--- src/hw/panelPkg.sv ---
`default_nettype none

package panelPkg;

	typedef logic [31:0] word_t;
	typedef logic [7:0] switches_t;
	typedef logic [3:0] buttons_t;
	typedef logic [7:0] ctrl_t;

	// bit 7 is the dp, bits 6 to 0 are segments g to a, all active low.
	typedef logic [7:0] segByte_t;
	typedef logic [3:0] anodes_t;
	typedef logic [1:0] digitIdx_t;
	typedef logic [3:0] probeCode_t;

	localparam int btnLoad = 1;
	localparam int btnEnable = 2;
	localparam int btnHalf = 3;

	localparam int ctrlRawMode = 3;

	// probe select codes taken from the upper switch nibble.
	localparam probeCode_t probePortA = 4'h0;
	localparam probeCode_t probePortB = 4'h1;
	localparam probeCode_t probePortC = 4'h3;
	localparam probeCode_t probePortD = 4'h4;
	localparam probeCode_t probeTimer = 4'h7;
	localparam probeCode_t probeCycles = 4'h8;
	localparam probeCode_t probeTraceValue = 4'h9;
	localparam probeCode_t probeTraceReg = 4'hA;
	localparam probeCode_t probeMemIn = 4'hD;
	localparam probeCode_t probeMemOut = 4'hE;
	localparam probeCode_t probeMemAddr = 4'hF;

	localparam segByte_t segBlank = 8'hFF;

	// hex digit patterns 0 to F with the dp off.
	localparam segByte_t hexSegments [0:15] = '{
		8'hC0, 8'hF9, 8'hA4, 8'hB0,
		8'h99, 8'h92, 8'h82, 8'hF8,
		8'h80, 8'h90, 8'h88, 8'h83,
		8'hC6, 8'hA1, 8'h86, 8'h8E
	};

endpackage

`default_nettype wire

--- src/hw/digitFormatter.sv ---
`timescale 1ns/1ns
`default_nettype none

module digitFormatter (
	input wire logic c100Hz,
	input wire logic rstN,
	input wire panelPkg::switches_t sampledSwitches,
	input wire panelPkg::buttons_t sampledButtons,
	input wire panelPkg::ctrl_t ctrlValue,
	input wire panelPkg::word_t portA,
	input wire panelPkg::word_t portB,
	input wire panelPkg::word_t portC,
	input wire panelPkg::word_t portD,
	input wire panelPkg::word_t timerValue,
	input wire panelPkg::word_t cycleCount,
	input wire panelPkg::word_t traceValue,
	input wire panelPkg::word_t traceReg,
	input wire panelPkg::word_t memDataIn,
	input wire panelPkg::word_t memDataOut,
	input wire panelPkg::word_t memAddr,
	output panelPkg::word_t displayWord
);

	panelPkg::probeCode_t probeCode;
	panelPkg::word_t probeWord;
	panelPkg::word_t hexWord;
	panelPkg::word_t nextWord;
	logic [15:0] hexHalf;
	logic rawMode;

	assign probeCode = sampledSwitches[7:4];
	assign rawMode = ctrlValue[panelPkg::ctrlRawMode];

	// unused codes show zero.
	always_comb
	begin
		case (probeCode)
			panelPkg::probePortA:
				probeWord = portA;
			panelPkg::probePortB:
				probeWord = portB;
			panelPkg::probePortC:
				probeWord = portC;
			panelPkg::probePortD:
				probeWord = portD;
			panelPkg::probeTimer:
				probeWord = timerValue;
			panelPkg::probeCycles:
				probeWord = cycleCount;
			panelPkg::probeTraceValue:
				probeWord = traceValue;
			panelPkg::probeTraceReg:
				probeWord = traceReg;
			panelPkg::probeMemIn:
				probeWord = memDataIn;
			panelPkg::probeMemOut:
				probeWord = memDataOut;
			panelPkg::probeMemAddr:
				probeWord = memAddr;
			default:
				probeWord = '0;
		endcase
	end

	// the half button picks which sixteen bits fit on the four digits.
	assign hexHalf = sampledButtons[panelPkg::btnHalf] ? probeWord[31:16] : probeWord[15:0];

	for (genvar i = 0; i < 4; i++)
	begin : hexDigit
		assign hexWord[8*i +: 8] = panelPkg::hexSegments[hexHalf[4*i +: 4]];
	end

	// in raw mode the probe word already holds the segment bytes.
	assign nextWord = rawMode ? probeWord : hexWord;

	always_ff @(posedge c100Hz)
	begin
		if (!rstN)
		begin
			displayWord <= {4{panelPkg::segBlank}};
		end
		else
		begin
			displayWord <= nextWord;
		end
	end

	// hex digits never light the dp.
	hexDpOff: assert property (
		@(posedge c100Hz) disable iff (!rstN)
		!$past(rawMode)
			|-> (displayWord[31] && displayWord[23] && displayWord[15] && displayWord[7])
	);

endmodule

`default_nettype wire

--- src/hw/displayScanner.sv ---
`timescale 1ns/1ns
`default_nettype none

module displayScanner (
	input wire logic c100Hz,
	input wire logic rstN,
	input wire panelPkg::word_t displayWord,
	output panelPkg::segByte_t segments,
	output panelPkg::anodes_t anodes
);

	panelPkg::digitIdx_t digitIdx;
	panelPkg::segByte_t digitSegments;
	panelPkg::anodes_t digitAnodes;

	// byte k of the word belongs to digit k.
	assign digitSegments = displayWord[8*digitIdx +: 8];
	assign digitAnodes = ~(panelPkg::anodes_t'(1) << digitIdx);

	// the index wraps from 3 back to 0 on its own.
	always_ff @(posedge c100Hz)
	begin
		if (!rstN)
		begin
			digitIdx <= '0;
		end
		else
		begin
			digitIdx <= digitIdx + 2'd1;
		end
	end

	// anodes and segments move together so no digit shows a neighbour's byte.
	always_ff @(posedge c100Hz)
	begin
		if (!rstN)
		begin
			anodes <= '1;
			segments <= panelPkg::segBlank;
		end
		else
		begin
			anodes <= digitAnodes;
			segments <= digitSegments;
		end
	end

	oneDigitLit: assert property (
		@(posedge c100Hz) disable iff (!rstN)
		$past(rstN) |-> $onehot(~anodes)
	);

endmodule

`default_nettype wire

--- src/hw/frontPanel.sv ---
`timescale 1ns/1ns
`default_nettype none

module frontPanel (
	input wire logic c100Hz,
	input wire logic rstN,
	input wire panelPkg::switches_t switches,
	input wire panelPkg::buttons_t buttons,
	input wire panelPkg::word_t portA,
	input wire panelPkg::word_t portB,
	input wire panelPkg::word_t portC,
	input wire panelPkg::word_t portD,
	input wire panelPkg::word_t timerValue,
	input wire panelPkg::word_t cycleCount,
	input wire panelPkg::word_t traceValue,
	input wire panelPkg::word_t traceReg,
	input wire panelPkg::word_t memDataIn,
	input wire panelPkg::word_t memDataOut,
	input wire panelPkg::word_t memAddr,
	output wire panelPkg::segByte_t segments,
	output wire panelPkg::anodes_t anodes,
	output wire panelPkg::switches_t sampledSwitches,
	output wire panelPkg::buttons_t sampledButtons,
	output wire panelPkg::ctrl_t ctrlValue
);

	wire panelPkg::word_t displayWord;

	// the low three bits of ctrlValue carry the processor clock select.
	panelControl control (
		.c100Hz(c100Hz),
		.rstN(rstN),
		.switches(switches),
		.buttons(buttons),
		.sampledSwitches(sampledSwitches),
		.sampledButtons(sampledButtons),
		.ctrlValue(ctrlValue)
	);

	digitFormatter formatter (
		.c100Hz(c100Hz),
		.rstN(rstN),
		.sampledSwitches(sampledSwitches),
		.sampledButtons(sampledButtons),
		.ctrlValue(ctrlValue),
		.portA(portA),
		.portB(portB),
		.portC(portC),
		.portD(portD),
		.timerValue(timerValue),
		.cycleCount(cycleCount),
		.traceValue(traceValue),
		.traceReg(traceReg),
		.memDataIn(memDataIn),
		.memDataOut(memDataOut),
		.memAddr(memAddr),
		.displayWord(displayWord)
	);

	displayScanner scanner (
		.c100Hz(c100Hz),
		.rstN(rstN),
		.displayWord(displayWord),
		.segments(segments),
		.anodes(anodes)
	);

endmodule

`default_nettype wire

--- src/hw/panelControl.sv ---
`timescale 1ns/1ns
`default_nettype none

module panelControl (
	input wire logic c100Hz,
	input wire logic rstN,
	input wire panelPkg::switches_t switches,
	input wire panelPkg::buttons_t buttons,
	output panelPkg::switches_t sampledSwitches,
	output panelPkg::buttons_t sampledButtons,
	output panelPkg::ctrl_t ctrlValue
);

	logic prevLoad;
	logic loadStrobe;
	logic loadEnable;

	// one board sample per clock is enough for these slow levels.
	always_ff @(posedge c100Hz)
	begin
		if (!rstN)
		begin
			sampledSwitches <= '0;
			sampledButtons <= '0;
		end
		else
		begin
			sampledSwitches <= switches;
			sampledButtons <= buttons;
		end
	end

	always_ff @(posedge c100Hz)
	begin
		if (!rstN)
		begin
			prevLoad <= 1'b0;
		end
		else
		begin
			prevLoad <= sampledButtons[panelPkg::btnLoad];
		end
	end

	// the strobe lasts one cycle no matter how long the button is held.
	assign loadStrobe = sampledButtons[panelPkg::btnLoad] & ~prevLoad;
	assign loadEnable = sampledButtons[panelPkg::btnEnable];

	always_ff @(posedge c100Hz)
	begin
		if (!rstN)
		begin
			ctrlValue <= '0;
		end
		else if (loadStrobe && loadEnable)
		begin
			ctrlValue <= sampledSwitches;
		end
	end

	// the register moves only after a sampled rise of load with enable held.
	ctrlLoadOnly: assert property (
		@(posedge c100Hz) disable iff (!rstN)
		(($past(rstN)) && (ctrlValue != $past(ctrlValue)))
			|-> ($past(sampledButtons[panelPkg::btnLoad]
				&& sampledButtons[panelPkg::btnEnable])
				&& !$past(sampledButtons[panelPkg::btnLoad], 2))
	);

endmodule

`default_nettype wire

--- config.mk ---
export PLATFORM = sky130hd
export DESIGN_NAME = frontPanel
export DESIGN_NICKNAME = d
export VERILOG_FILES = /design/src/hw/panelPkg.sv /design/src/hw/digitFormatter.sv /design/src/hw/displayScanner.sv /design/src/hw/frontPanel.sv /design/src/hw/panelControl.sv
export SDC_FILE = /design/constraint.sdc
export NUM_CORES = 1
export LEC_CHECK = 0
export BUFFER_PORTS_ARGS = -buffer_cell sky130_fd_sc_hd__buf_2
export CORE_AREA = 2 2 154 156
export CTS_CLUSTER_SIZE = 40
export DETAILED_ROUTE_END_ITERATION = 10
export DIE_AREA = 0 0 156 158
export GPL_ROUTABILITY_DRIVEN = 0
export GPL_TIMING_DRIVEN = 0
export HOLD_SLACK_MARGIN = 0.05
export MAX_ROUTING_LAYER = met4
export PLACE_DENSITY = 0.55
export SKIP_CTS_REPAIR_TIMING = 1
export SLEW_MARGIN = 20
export SYNTH_ARGS = -nofsm -noshare
export SYNTH_HDL_FRONTEND = slang
export SYNTH_SLANG_ARGS = --single-unit
--- constraint.sdc ---
create_clock -name c100Hz -period 3.24 [get_ports c100Hz]
set_clock_uncertainty 0.05 [all_clocks]
set_input_delay 0.324 -clock c100Hz [delete_from_list [all_inputs] [get_ports c100Hz]]
set_output_delay 0.324 -clock c100Hz [all_outputs]
set_load 0.02 [all_outputs]
# Yosys cells after proc, flatten, opt, wreduce, memory -nomap -nowiden
# Memories as Yosys holds them, arrays and structs flattened.
# Index checks and enable logic that the tools add are counted.
[word_totals]
out_inout_bits = 32
mem_count = 4
mem_bits_ro = 512
reg_bits = 67
wordCells = 49
[mem_list]
columns = ["name", "words", "word_bits", "rd", "rd_ports_with_merged_regs", "wr", "line", "text"]
rows = [
  ["(no name shown)", 16, 8, 1, 0, 0, "digitFormatter.sv:70", "assign hexWord[8*i +: 8] = panelPkg::hexSegments[hexHalf[4*i +: 4]];"],
  ["(no name shown)", 16, 8, 1, 0, 0, "digitFormatter.sv:70", ""],
  ["(no name shown)", 16, 8, 1, 0, 0, "digitFormatter.sv:70", ""],
  ["(no name shown)", 16, 8, 1, 0, 0, "digitFormatter.sv:70", ""],
]
[op_classes]
n_reduce_logical = 2
n_shift = 2
muxes = 11
n_eq_ne = 10
addsub = 1
magnitude_cmp = 4
n_bitwise = 7
[op_table]
columns = ["operator", "n"]
rows = [
  ["one-hot mux 32 bit (11 select lines)", 1],
  ["2-to-1 mux 8 bit", 8],
  ["2-to-1 mux 32 bit", 1],
  ["variable part select 32 x 6 -> 8 bit", 1],
  ["equality test 4 bit (second input constant)", 6],
  [">= comparator 5 bit (second input constant)", 4],
  ["NOT 4 -> 5 bit", 4],
  ["2-to-1 mux 16 bit", 1],
  ["equality test 4 x 3 -> 1 bit (second input constant)", 2],
  ["equality test 4 x 1 -> 1 bit (second input constant)", 1],
  ["equality test 4 x 2 -> 1 bit (second input constant)", 1],
  ["zero test 4 bit", 1],
  ["NOT 4 bit", 1],
  ["<< shifter 1 x 2 -> 4 bit (first input constant)", 1],
  ["adder 2 x 1 -> 2 bit (second input constant)", 1],
  ["bitwise AND 1 bit", 1],
  ["logical AND 1 bit", 1],
  ["NOT 1 bit", 1],
]

# Logic depth before layout (Yosys ltp)
# Gate-level depths: netlist (run 1).
[logic_depth]
word_depth = 8
mapped_depth = 16
depth_no_buf = 12

# By module
# A second synthesis (run 1) with hierarchy kept.
[unflattened]
cells_unflattened = 703
hier_area_um2 = 6291.0
[modules_own_cells]
columns = ["module", "area_each_um2", "cells_per_inst", "n_inst", "seq_area_each_um2"]
rows = [
  ["digitFormatter", 4988.5, 595, 1, 640.6],
  ["panelControl", 684.4, 63, 1, 420.4],
  ["displayScanner", 618.1, 45, 1, 280.3],
]

# Worst setup path before layout (run 1)
# OpenSTA, ideal clock, no wires.
[synth_timing]
path_type = "flip-flop to flip-flop"
start = "register control.sampledSwitches[6]"
end = "register formatter.displayWord[27]"
path_slack_ns = 0.124
t_required_ns = 3.057
stages_incl_launch_ff = 14
period_less_slack_ns = 3.116
arrival_time_ns = 2.934
cell_sequence = "dfxtp_1 -> buf_6 -> buf_6 -> buf_2 -> buf_2 -> mux2i_1 -> nor3_1 -> a2111oi_2 -> mux2_2 -> inv_1 -> ha_1 -> mux4_2 -> nor2_1 -> a21oi_1"
[synth_between]
elab_chain_len = 8
word_cells_on_any_way = 18
cone_classes = "eq/ne: 10; mux: 5; bitwise: 1; reduce/logical: 1; memory: 1"
[synth_lines]
columns = ["item", "line", "text"]
rows = [
  ["from (decl)", "panelControl.sv:9", "output panelPkg::switches_t sampledSwitches,"],
  ["from (signal assigned)", "panelControl.sv:28", "sampledSwitches <= switches;"],
  ["equality test 4 bit (tied with other cells)", "digitFormatter.sv:37", "case (probeCode)"],
  ["one-hot mux 32 bit (11 select lines) (*)", "digitFormatter.sv:37", ""],
  ["2-to-1 mux 16 bit", "digitFormatter.sv:66", "assign hexHalf = sampledButtons[panelPkg::btnHalf] ? probeWord[31:16] : probeWord[15:0];"],
  ["NOT 4 -> 5 bit (not written as such)", "digitFormatter.sv:70", ""],
  ["memory read (16 x 8 bit)", "n/a", ""],
  ["2-to-1 mux 8 bit (not written as such) (2 in series)", "digitFormatter.sv:70", ""],
  ["2-to-1 mux 32 bit (*)", "digitFormatter.sv:74", "assign nextWord = rawMode ? probeWord : hexWord;"],
  ["to (signal assigned)", "digitFormatter.sv:80", "displayWord <= {4{panelPkg::segBlank}};"],
  ["to (signal assigned)", "digitFormatter.sv:84", "displayWord <= nextWord;"],
  ["to (decl)", "digitFormatter.sv:21", "output panelPkg::word_t displayWord"],
]
# Mark *: on every way between the ends. The rest lies on a longest branch, timed or not. The select of a mux whose other input is x is not followed.
# A chain may end at the register's enable or synchronous reset.

# Worst setup path after layout (run 1)
[layout_timing]
start = "register control.sampledSwitches[5]"
end = "register formatter.displayWord[16]"
# Same word-level chain as after synthesis.

==> run metrics, run 1 <==
startpoint types register; Post-Syn Area roughly 6200 um2; Register-to-Register Path Depth 14; minimum hold slack 137 ps; post-layout min period 3260 ps; Yosys cell types between 80 and 90; clock slew at reported path FFs about 70 ps; EDFF count, synth 0; IO Count 398; fin area 9840 um2; Synth Area in Compound Gates 30.4%; total CTS buffers 9; count of final setup violators 1; syn avg cell area slightly below 9 um2; DR WL/cell 24.8 um; worst skew pair latency 340 ps; core area 23100 um2; Switching Share around 33%; Routed Antenna Nets 0; layout overhead on the synthesized area 59.0%; Cells after Synth 704; CTS tree yes; max-cap viol count 0; Hold/Removal Path Class in -> reg; Simple-Gate Fraction of Synth Area 20.4%; flop2flop setup slack -20 ps; Leak between 4 and 5 nW; largest net degree at the start of global routing 14; Post-DP Area 8540 um2; clock network power share 32.3%; Detailed Routing Iterations Pass 1 9; final hold vios 0; # fillers about 2400; Logic pwr share 40.9%; vias in the first global route 7516; Die Height between 150 and 200 um; r2r endpoint formatter.displayWord[16]; Synth warnings 0; status complete, but fails checks; achievable frequency 0.307 GHz; Synth Area in Adders 5.66%; Post-DP HPWL 29700 um; Slew @ Worst Pin 1060 ps; PortBufs slightly below 400; Critical Path End formatter.displayWord[16]; Post-Syn Nets 1098; reg2reg start control.sampledSwitches[5]; Critical Path AT approximately 3500 ps; Final WS setup -17.7 ps; post-DR vias/cell 5.67; Post-Synth XOR/XNOR Area 0.142%; commonest non-fill, non-tap cell in the layout buf_2; die area 24600 um2; Max Transition Viols Final 0; failing checks setup timing; # rows 56; mux cell area share after synthesis between 10 and 15%; Peak VDD IR 247 uV; clock buffer depth 2; vias after detailed routing 8335; Setup Crit Path Kind reg -> reg; Seq/Total Area, Yosys 21.7%; CTS Sinks 67; gr usage total between 20 and 30%; DRT iter0 DRCs 930; Pwr per Cell Area 361 nW/um2; Initial Utilization 26.8%; GR Overflow Total 0; Post-Route WL 36500 um; crit path launch control.sampledSwitches[5]; Nets 1554; Crit Path Max Fanout 10; first-pass GRT wire length between 40000 and 50000 um; initial antenna violation count 11; RSZ-0062 raised after global routing yes; Internal Power 2.37 mW; commonest non-fill, non-tap cells in the layout 405 x buf_2, 64 x dfxtp_1, 47 x buf_4, 46 x a22oi_1, 42 x mux2i_1; drt drc 0; Sequential Power Share 26.8%; P_sw 1.18 mW; final worst-path cycle share 101%; share of cells above drive strength 1 52.3%; CP required 3440 ps; synthesized flop and latch total 67; htree depth 3; top_reg_cell synth dfxtp_1; FFs w/ async S/R, synth 0%; largest family of logic cells by synthesized area compound AO/OA/AOI/OAI gates; CP Capture Type register; Die W 156 um; clk root buf clkbuf_16; Slew HR 29.2%
==> synthesized netlist by cell type (5+ instances only) <==
cell type,number,area share [%]
a211oi_1,5,0.61
a21oi_1,27,2.2
a221oi_1,27,3.8
a222oi_1,12,1.9
a22o_1,33,4.7
a22oi_1,46,5.6
a31oi_1,9,0.91
a32oi_1,8,1.1
and2_1,20,2.0
and3_1,17,1.7
buf_2,30,2.4
buf_4,7,0.85
buf_6,9,1.6
clkbuf_1,19,1.2
dfxtp_1,67,22
ha_1,28,5.7
inv_1,20,1.2
mux2_2,14,2.5
mux2i_1,46,7.4
mux4_2,9,3.3
nand2_1,38,2.3
nand2b_1,15,1.5
nand3_1,19,1.5
nand4_1,8,0.81
nor2_1,34,2.1
nor2b_1,18,1.8
nor3_1,9,0.73
nor3b_1,5,0.61
o211ai_1,7,0.85
o21ai_0,9,0.73
o21ai_1,7,0.57
o2bb2ai_1,5,0.71
==> metrics by stage <==
stage / power [mW] / cells / TNS, ps / worst slack [ps] / util (%)
finish: 3.55 / 1469 / -17.7 / -17.7 / 42.7
CTS: 3.36 / 1407 / -10950 / -647 / 38.6
global route: 3.70 / 1466 / -448 / -77.8 / 42.7
floorplan: 1.67 / 704 / 0 / 124 / -
detailed placement: 2.20 / 1391 / -10120 / -614 / 37.0
global placement: 2.19 / 1391 / -10000 / -657 / 37.0
==> worst min path at each step <==
stage                              startpoint                         end  slack [ps]  cells after the start
finish                            switches[7]  control.sampledSwitches[7]         140                      2
global route                      switches[7]  control.sampledSwitches[7]         130                      2
CTS                               switches[4]  control.sampledSwitches[4]         120                      2
detailed placement       control.ctrlValue[5]        control.ctrlValue[5]         440                      2
global placement    control.sampledButtons[1]            control.prevLoad         440                      1
floorplan                          buttons[0]   control.sampledButtons[0]         400                      1
==> kinds of logic (layout without fill, tap and decap cells) <==
kind of cell    count (synthesis)  count (layout)
other cells                     0              14
simple gates                  212             212
fa+ha+maj                      28              28
flops                          67              67
mux                            73              73
buf+inv                        87             548
xor+xnor                        1               1
compound gates                236             236
==> flip-flops by register name, indices dropped and copies added, names as in the netlist <==
signal                   count
formatter.displayWord       32
control.ctrlValue            8
control.sampledSwitches      8
scanner.segments             8
control.sampledButtons       4
scanner.anodes               4
scanner.digitIdx             2
control.prevLoad             1
==> power by group through the flow <==
stage	sequential (mW)	clock (mW)	combinational (mW)
global route	0.958	1.20	1.54
detailed placement	0.969	0	1.23
floorplan	0.985	0	0.681
global placement	0.965	0	1.22
finish	0.950	1.15	1.45
CTS	0.950	1.17	1.23
==> routing by layer <==
| layer | routed length [um] | up-vias | GRT usage (%) |
|---|---|---|---|
| li1 | - | 3698 | - |
| met1 | 15100 | 4007 | 35.1 |
| met2 | 17100 | 537 | 44.4 |
| met3 | 3230 | 93 | 7.91 |
| met4 | 1140 | 0 | 8.96 |
| met5 | 0 | - | - |
==> critical path: stages, from the launching register on <==
cell	delay [ps]
dfxtp_1	320
buf_6	160
clkbuf_16	160
and4bb_4	230
buf_6	160
buf_6	150
a22o_1	190
a221oi_2	200
nand3_1	160
a211oi_4	280
mux2i_4	180
inv_2	160
ha_4	160
or3b_1	370
a31oi_2	220
==> final cells by class <==
class	instances	area, um2	share of cell area (%)
Antenna cell	14	35.0	0.356
Buffer	64	556	5.65
Clock buffer	9	225	2.29
Clock inverter	7	124	1.26
Inverter	20	75.1	0.763
Multi-Input combinational cell	550	4700	47.8
Sequential cell	67	1350	13.7
Tap cell	290	363	3.69
Timing Repair Buffer	448	2410	24.5
(Power assumes the default switching activity.)
==> inputs of run 2 (changes only) <==
--- a/config.mk
+++ b/config.mk
@@ -5,16 +5,17 @@
 export SDC_FILE = /design/constraint.sdc
 export NUM_CORES = 1
 export LEC_CHECK = 0
+export ABC_AREA = 1
 export BUFFER_PORTS_ARGS = -buffer_cell sky130_fd_sc_hd__buf_2
-export CORE_AREA = 2 2 154 156
+export CORE_AREA = 2 2 156 158
 export CTS_CLUSTER_SIZE = 40
 export DETAILED_ROUTE_END_ITERATION = 10
-export DIE_AREA = 0 0 156 158
+export DIE_AREA = 0 0 158 160
 export GPL_ROUTABILITY_DRIVEN = 0
 export GPL_TIMING_DRIVEN = 0
 export HOLD_SLACK_MARGIN = 0.05
 export MAX_ROUTING_LAYER = met4
-export PLACE_DENSITY = 0.55
+export PLACE_DENSITY = 0.56
 export SKIP_CTS_REPAIR_TIMING = 1
 export SLEW_MARGIN = 20
 export SYNTH_ARGS = -nofsm -noshare
==> run metrics, run 2 <==
commonest non-fill, non-tap cells in the layout 556 x nand2_1, 414 x buf_2, 167 x nand3_1, 137 x nor2_1, 72 x inv_1; DRT iter0 DRCs between 800 and 900; Final Util between 30% and 40%; Post-Route WL approximately 36000 um; count of final setup violators 0; most frequent cell after synthesis nand2_1; Post-DP HPWL between 20000 and 30000 um; Synth Area in Adders under 10%; gr usage total about 28%; largest family of logic cells by synthesized area simple AND/OR/NAND/NOR gates; Critical Path AT 3260 ps; synthesized flop and latch total 67; Simple-Gate Fraction of Synth Area approximately three fifths; vias in the first global route around 9100; core area 23800 um2; Nets a little over 2000; Slew @ Worst Pin 667 ps; post-DR vias/cell 4.89; final hold vios 0; max reg flops 32; Total Power 3.14 mW; GR Overflow Total 0; clock slew at reported path FFs 50 ps; share of cells above drive strength 1 29.1%; top_reg_cell synth dfxtp_1; Post-Syn Area 6530 um2; drt drc 0; Synth warnings 0; EDFF count, synth 0; achievable frequency roughly 0.32 GHz; CP required 3400 ps; Hold/Removal Path Class in -> reg; first-pass GRT wire length 52000 um; total CTS buffers 9; # fillers 2814; Slew HR 55.5%; largest area contributor in the netlist nand2_1; CP Capture Type register; Yosys cell types 20; CTS tree yes; Die Height 160 um; FFs w/ async S/R, synth 0%; mux cell area share after synthesis 0%; Area contributors post-synth nand2_1 32%, dfxtp_1 21%, nand3_1 13%; Post-synth top cells 561 x nand2_1, 167 x nand3_1, 144 x nor2_1, 74 x inv_1, 67 x dfxtp_1; Detailed Routing Iterations Pass 1 5; Cells after Synth 1243; Post-Syn Nets 1637; DR WL/cell 17.9 um; commonest non-fill, non-tap cell in the layout nand2_1; final worst-path cycle share 95.7%; largest net degree at the start of global routing 13; worst skew pair latency between 300 and 400 ps; Synth Area in Compound Gates ~8%; PortBufs between 300 and 400; htree depth 3; layout overhead on the synthesized area 44.0%; die area 25300 um2; Crit Path Max Fanout 10; minimum hold slack 135 ps; max-cap viol count 0; post-synth top area share approximately a third; syn avg cell area 5.26 um2; Pwr per Cell Area 334 nW/um2; # rows 57; Max Transition Viols Final 0; CTS Sinks 67; Leak around 5.5 nW; Seq/Total Area, Yosys slightly above 20%; status finished clean; Most flops, register formatter.displayWord; clock buffer depth 2; vias after detailed routing 9729; post-layout min period approximately 3100 ps; startpoint types register; Peak VDD IR 237 uV; Routed Antenna Nets 0; IO Count 398; Die W 158 um; clk root buf clkbuf_16; Initial Utilization between 20 and 30%; initial antenna violation count 7; Setup Crit Path Kind reg -> reg; Post-Synth XOR/XNOR Area 0%
run 2: cell types whose count changed after synthesis, sizes merged, moves of 18 or more:
| cell | before | now |
|---|---|---|
| nor2b | 18 | 0 |
| nand3 | 19 | 167 |
| nand2 | 38 | 561 |
| a22oi | 46 | 0 |
| a22o | 33 | 0 |
| nor2 | 35 | 150 |
| and2 | 21 | 0 |
| a21oi | 27 | 47 |
| a221oi | 29 | 0 |
| nand4 | 8 | 32 |
| inv | 20 | 74 |
| mux2i | 47 | 0 |
| buf | 48 | 28 |
run 2: logic make-up (layout without fill, tap and decap cells):
| kind of cell | count (synthesis) | count (layout) |
|---|---|---|
| flip-flops | 67 | 67 |
| other | 0 | 7 |
| buffers and inverters | 131 | 546 |
| adder cells (fa/ha/maj) | 28 | 28 |
| AND/OR/NAND/NOR | 923 | 923 |
| AO/OA/AOI/OAI | 94 | 94 |
run 2: final cells by class:
| cell class | count | area (um2) | share of cell area [%] |
|---|---|---|---|
| Clock inverter | 6 | 90.1 | 0.958 |
| Inverter | 77 | 293 | 3.11 |
| Sequential cell | 67 | 1350 | 14.3 |
| Multi-Input combinational cell | 1045 | 4740 | 50.4 |
| Buffer | 54 | 277 | 2.94 |
| Clock buffer | 9 | 225 | 2.39 |
| Antenna cell | 7 | 17.5 | 0.186 |
| Tap cell | 324 | 405 | 4.31 |
| Timing Repair Buffer | 400 | 2010 | 21.4 |
run 2: stage by stage:
stage / worst slack [ps] / instance area [um2] / cells / setup TNS (ps)
floorplan: 737 / 6530 / 1243 / 0
global placement: -274 / 8920 / 1963 / -3680
detailed placement: -254 / 8920 / 1963 / -3360
CTS: -273 / 9240 / 1978 / -3650
global route: -36.5 / 9410 / 1989 / -43.5
finish: 140 / 9410 / 1989 / 0
run 2: worst max-delay path: stages, from the launching register on:
cell and delay (ps):
dfxtp_2 420, inv_1 150, nor2_4 290, clkbuf_4 290, nand2_1 160, o21ai_0 240
nor2_1 140, nand3_1 150, nand2_1 80, nand2_2 180, inv_1 100, ha_1 280
nand3_1 110, nand3_1 110, nand3_1 70, nand2_1 80, inv_1 50
run 2: layer usage:
layer | wire [um] | GRT usage (%) | vias to the layer above
li1 | - | - | 4799
met1 | 14900 | 35.6 | 4353
met2 | 16800 | 45.6 | 513
met3 | 2930 | 3.88 | 64
met4 | 983 | 9.05 | 0
met5 | 0 | - | -
run 2: report_power, final:
group,switching (mW),internal [mW]
clock,0.347,0.671
combinational,0.732,0.441
sequential,0.0362,0.916
total,1.12,2.03
run 2: final timing paths:
| check | startpoint | end | slack (ps) | depth (start not counted) |
|---|---|---|---|---|
| setup / recovery | control.sampledSwitches[7] | formatter.displayWord[3] | 140 | 16 |
| setup reg to reg | control.sampledSwitches[7] | formatter.displayWord[3] | 140 | 16 |
| hold / removal | switches[2] | control.sampledSwitches[2] | 130 | 3 |
| hold reg to reg | control.sampledButtons[1] | control.prevLoad | 410 | 2 |
==> inputs of run 3 (changes only) <==
--- a/config.mk
+++ b/config.mk
@@ -7,15 +7,16 @@
 export LEC_CHECK = 0
 export ABC_AREA = 1
 export BUFFER_PORTS_ARGS = -buffer_cell sky130_fd_sc_hd__buf_2
-export CORE_AREA = 2 2 156 158
+export CELL_PAD_IN_SITES_DETAIL_PLACEMENT = 1
+export CELL_PAD_IN_SITES_GLOBAL_PLACEMENT = 1
+export CORE_UTILIZATION = 27
 export CTS_CLUSTER_SIZE = 40
 export DETAILED_ROUTE_END_ITERATION = 10
-export DIE_AREA = 0 0 158 160
 export GPL_ROUTABILITY_DRIVEN = 0
 export GPL_TIMING_DRIVEN = 0
 export HOLD_SLACK_MARGIN = 0.05
 export MAX_ROUTING_LAYER = met4
-export PLACE_DENSITY = 0.56
+export PLACE_DENSITY = 0.81
 export SKIP_CTS_REPAIR_TIMING = 1
 export SLEW_MARGIN = 20
 export SYNTH_ARGS = -nofsm -noshare
==> run metrics, run 3 (same netlist as run 2, synthesis figures left out) <==
status finished clean; GR Overflow Total 0; pre-CTS WS -313 ps; DP Cell Count 1958; Post-DP Area 8910 um2; met3 wire length approximately 2400 um; achievable frequency 0.320 GHz; max reg flops 32; setup TNS 0 ps; Detailed Routing Iterations Pass 1 5; layout overhead on the synthesized area 43.6%; Slew HR around 58%; CP Capture Type register; Routed Antenna Nets 0; CTS tree yes; vias after detailed routing 9960; top sig layer met4; CP required 3400 ps; htree depth 3; Post-Route WL between 30000 and 40000 um; clock slew at reported path FFs 50 ps; Peak VDD IR 260 uV; Max Transition Viols Final 0; count of final setup violators 0; first-pass GRT wire length approximately 54000 um; Final WS setup 116 ps; Die Height approximately 160 um; commonest non-fill, non-tap cell in the layout nand2_1; clk root buf clkbuf_16; final hold vios 0; Post-DP HPWL 31900 um; max-cap viol count 0; M1 WL 15900 um; DR WL/cell 19.0 um; Pwr per Cell Area 333 nW/um2; DR WL met2 between 15000 and 20000 um; startpoint types register; total CTS buffers 9; drt drc 0; Slew @ Worst Pin 633 ps; DRT iter0 DRCs 566; gr usage total a little under a third; Initial Utilization between 20 and 30%; final worst-path cycle share 96.4%; share of cells above drive strength 1 29.3%; Die W 158 um; post-DR vias/cell approximately 5.0; core area about 24000 um2; fin area approximately 9400 um2; Critical Path AT 3280 ps; Final Non-Filler Cells a little under 2000; Most flops, register formatter.displayWord; worst skew pair latency 330 ps; IO Count 398; Final Util 39.7%; vias in the first global route 9710; FF/Latch Area 1350 um2; clock buffer depth 2; initial antenna violation count 4; die area 24800 um2; PortBufs just under 400; # rows 56; # fillers 3441; multi-input combinational cell area 4760 um2; Setup Crit Path Kind reg -> reg; CTS Sinks 67; Hold/Removal Path Class in -> reg; post-layout min period around 3100 ps; Nets around 2000; Crit Path Max Fanout 10; largest net degree at the start of global routing 13; Leak 5.48 nW; commonest non-fill, non-tap cells in the layout 554 x nand2_1, 414 x buf_2, 166 x nand3_1, 136 x nor2_1, 71 x inv_1
==> run 3: cell count changes in the layout (fill, tap and decap cells not counted), sizes merged <==
cell,delta
clkinvlp,+1
buf,-2
bufinv,-1
diode,-2
clkbuf,+1
==> run 3: layer usage <==
layer | track usage (%) | vias to the layer above
met4 | 12.3 | 0
met2 | 50.3 | 431
met1 | 37.2 | 4649
met5 | - | -
met3 | 3.77 | 79
li1 | - | 4801
==> run 3: critical path, stage by stage, from the launching register on <==
cell     delay [ps]
dfxtp_1         370
inv_1           160
nand2_1         160
nor2_4          360
buf_2           340
nand2_1          80
nand2_1          70
nor2_1           60
nand3_1         170
nand2_1          90
nand2_2         170
inv_1           100
ha_1            200
inv_1            90
nand3_1         110
nand3_1         140
nand3_1          90
nand2_1         100
inv_1            80
==> run 3: area by class of cell <==
type	count	area share [%]
multi-input cells	1045	50.7
clock inverters	6	0.680
flip-flops and latches	67	14.3
clock buffers	10	2.55
well taps	319	4.26
plain buffers	54	2.93
diodes	5	0.133
repair buffers	398	21.3
inverters	77	3.12
==> run 3: metrics by stage <==
step           hold WS, ps  power, mW
3_5_place_dp           397       2.13
5_1_grt                144       3.32
2_1_floorplan          372       1.60
4_1_cts                122       3.11
3_3_place_gp           396       2.10
6_report               133       3.12
==> run 3: final timing paths <==
check | start | endpoint | slack [ps] | cells after the start
worst max-delay path | control.sampledSwitches[4] | formatter.displayWord[8] | 120 | 18
worst min-delay path | switches[5] | control.sampledSwitches[5] | 130 | 3
worst max register to register | control.sampledSwitches[4] | formatter.displayWord[8] | 120 | 18
worst min register to register | control.sampledButtons[1] | control.prevLoad | 400 | 2
==> run 3: report_power, final <==
group	internal (mW)	switching [mW]
logic	0.442	0.759
clock network	0.615	0.351
registers	0.916	0.0373
total	1.97	1.15
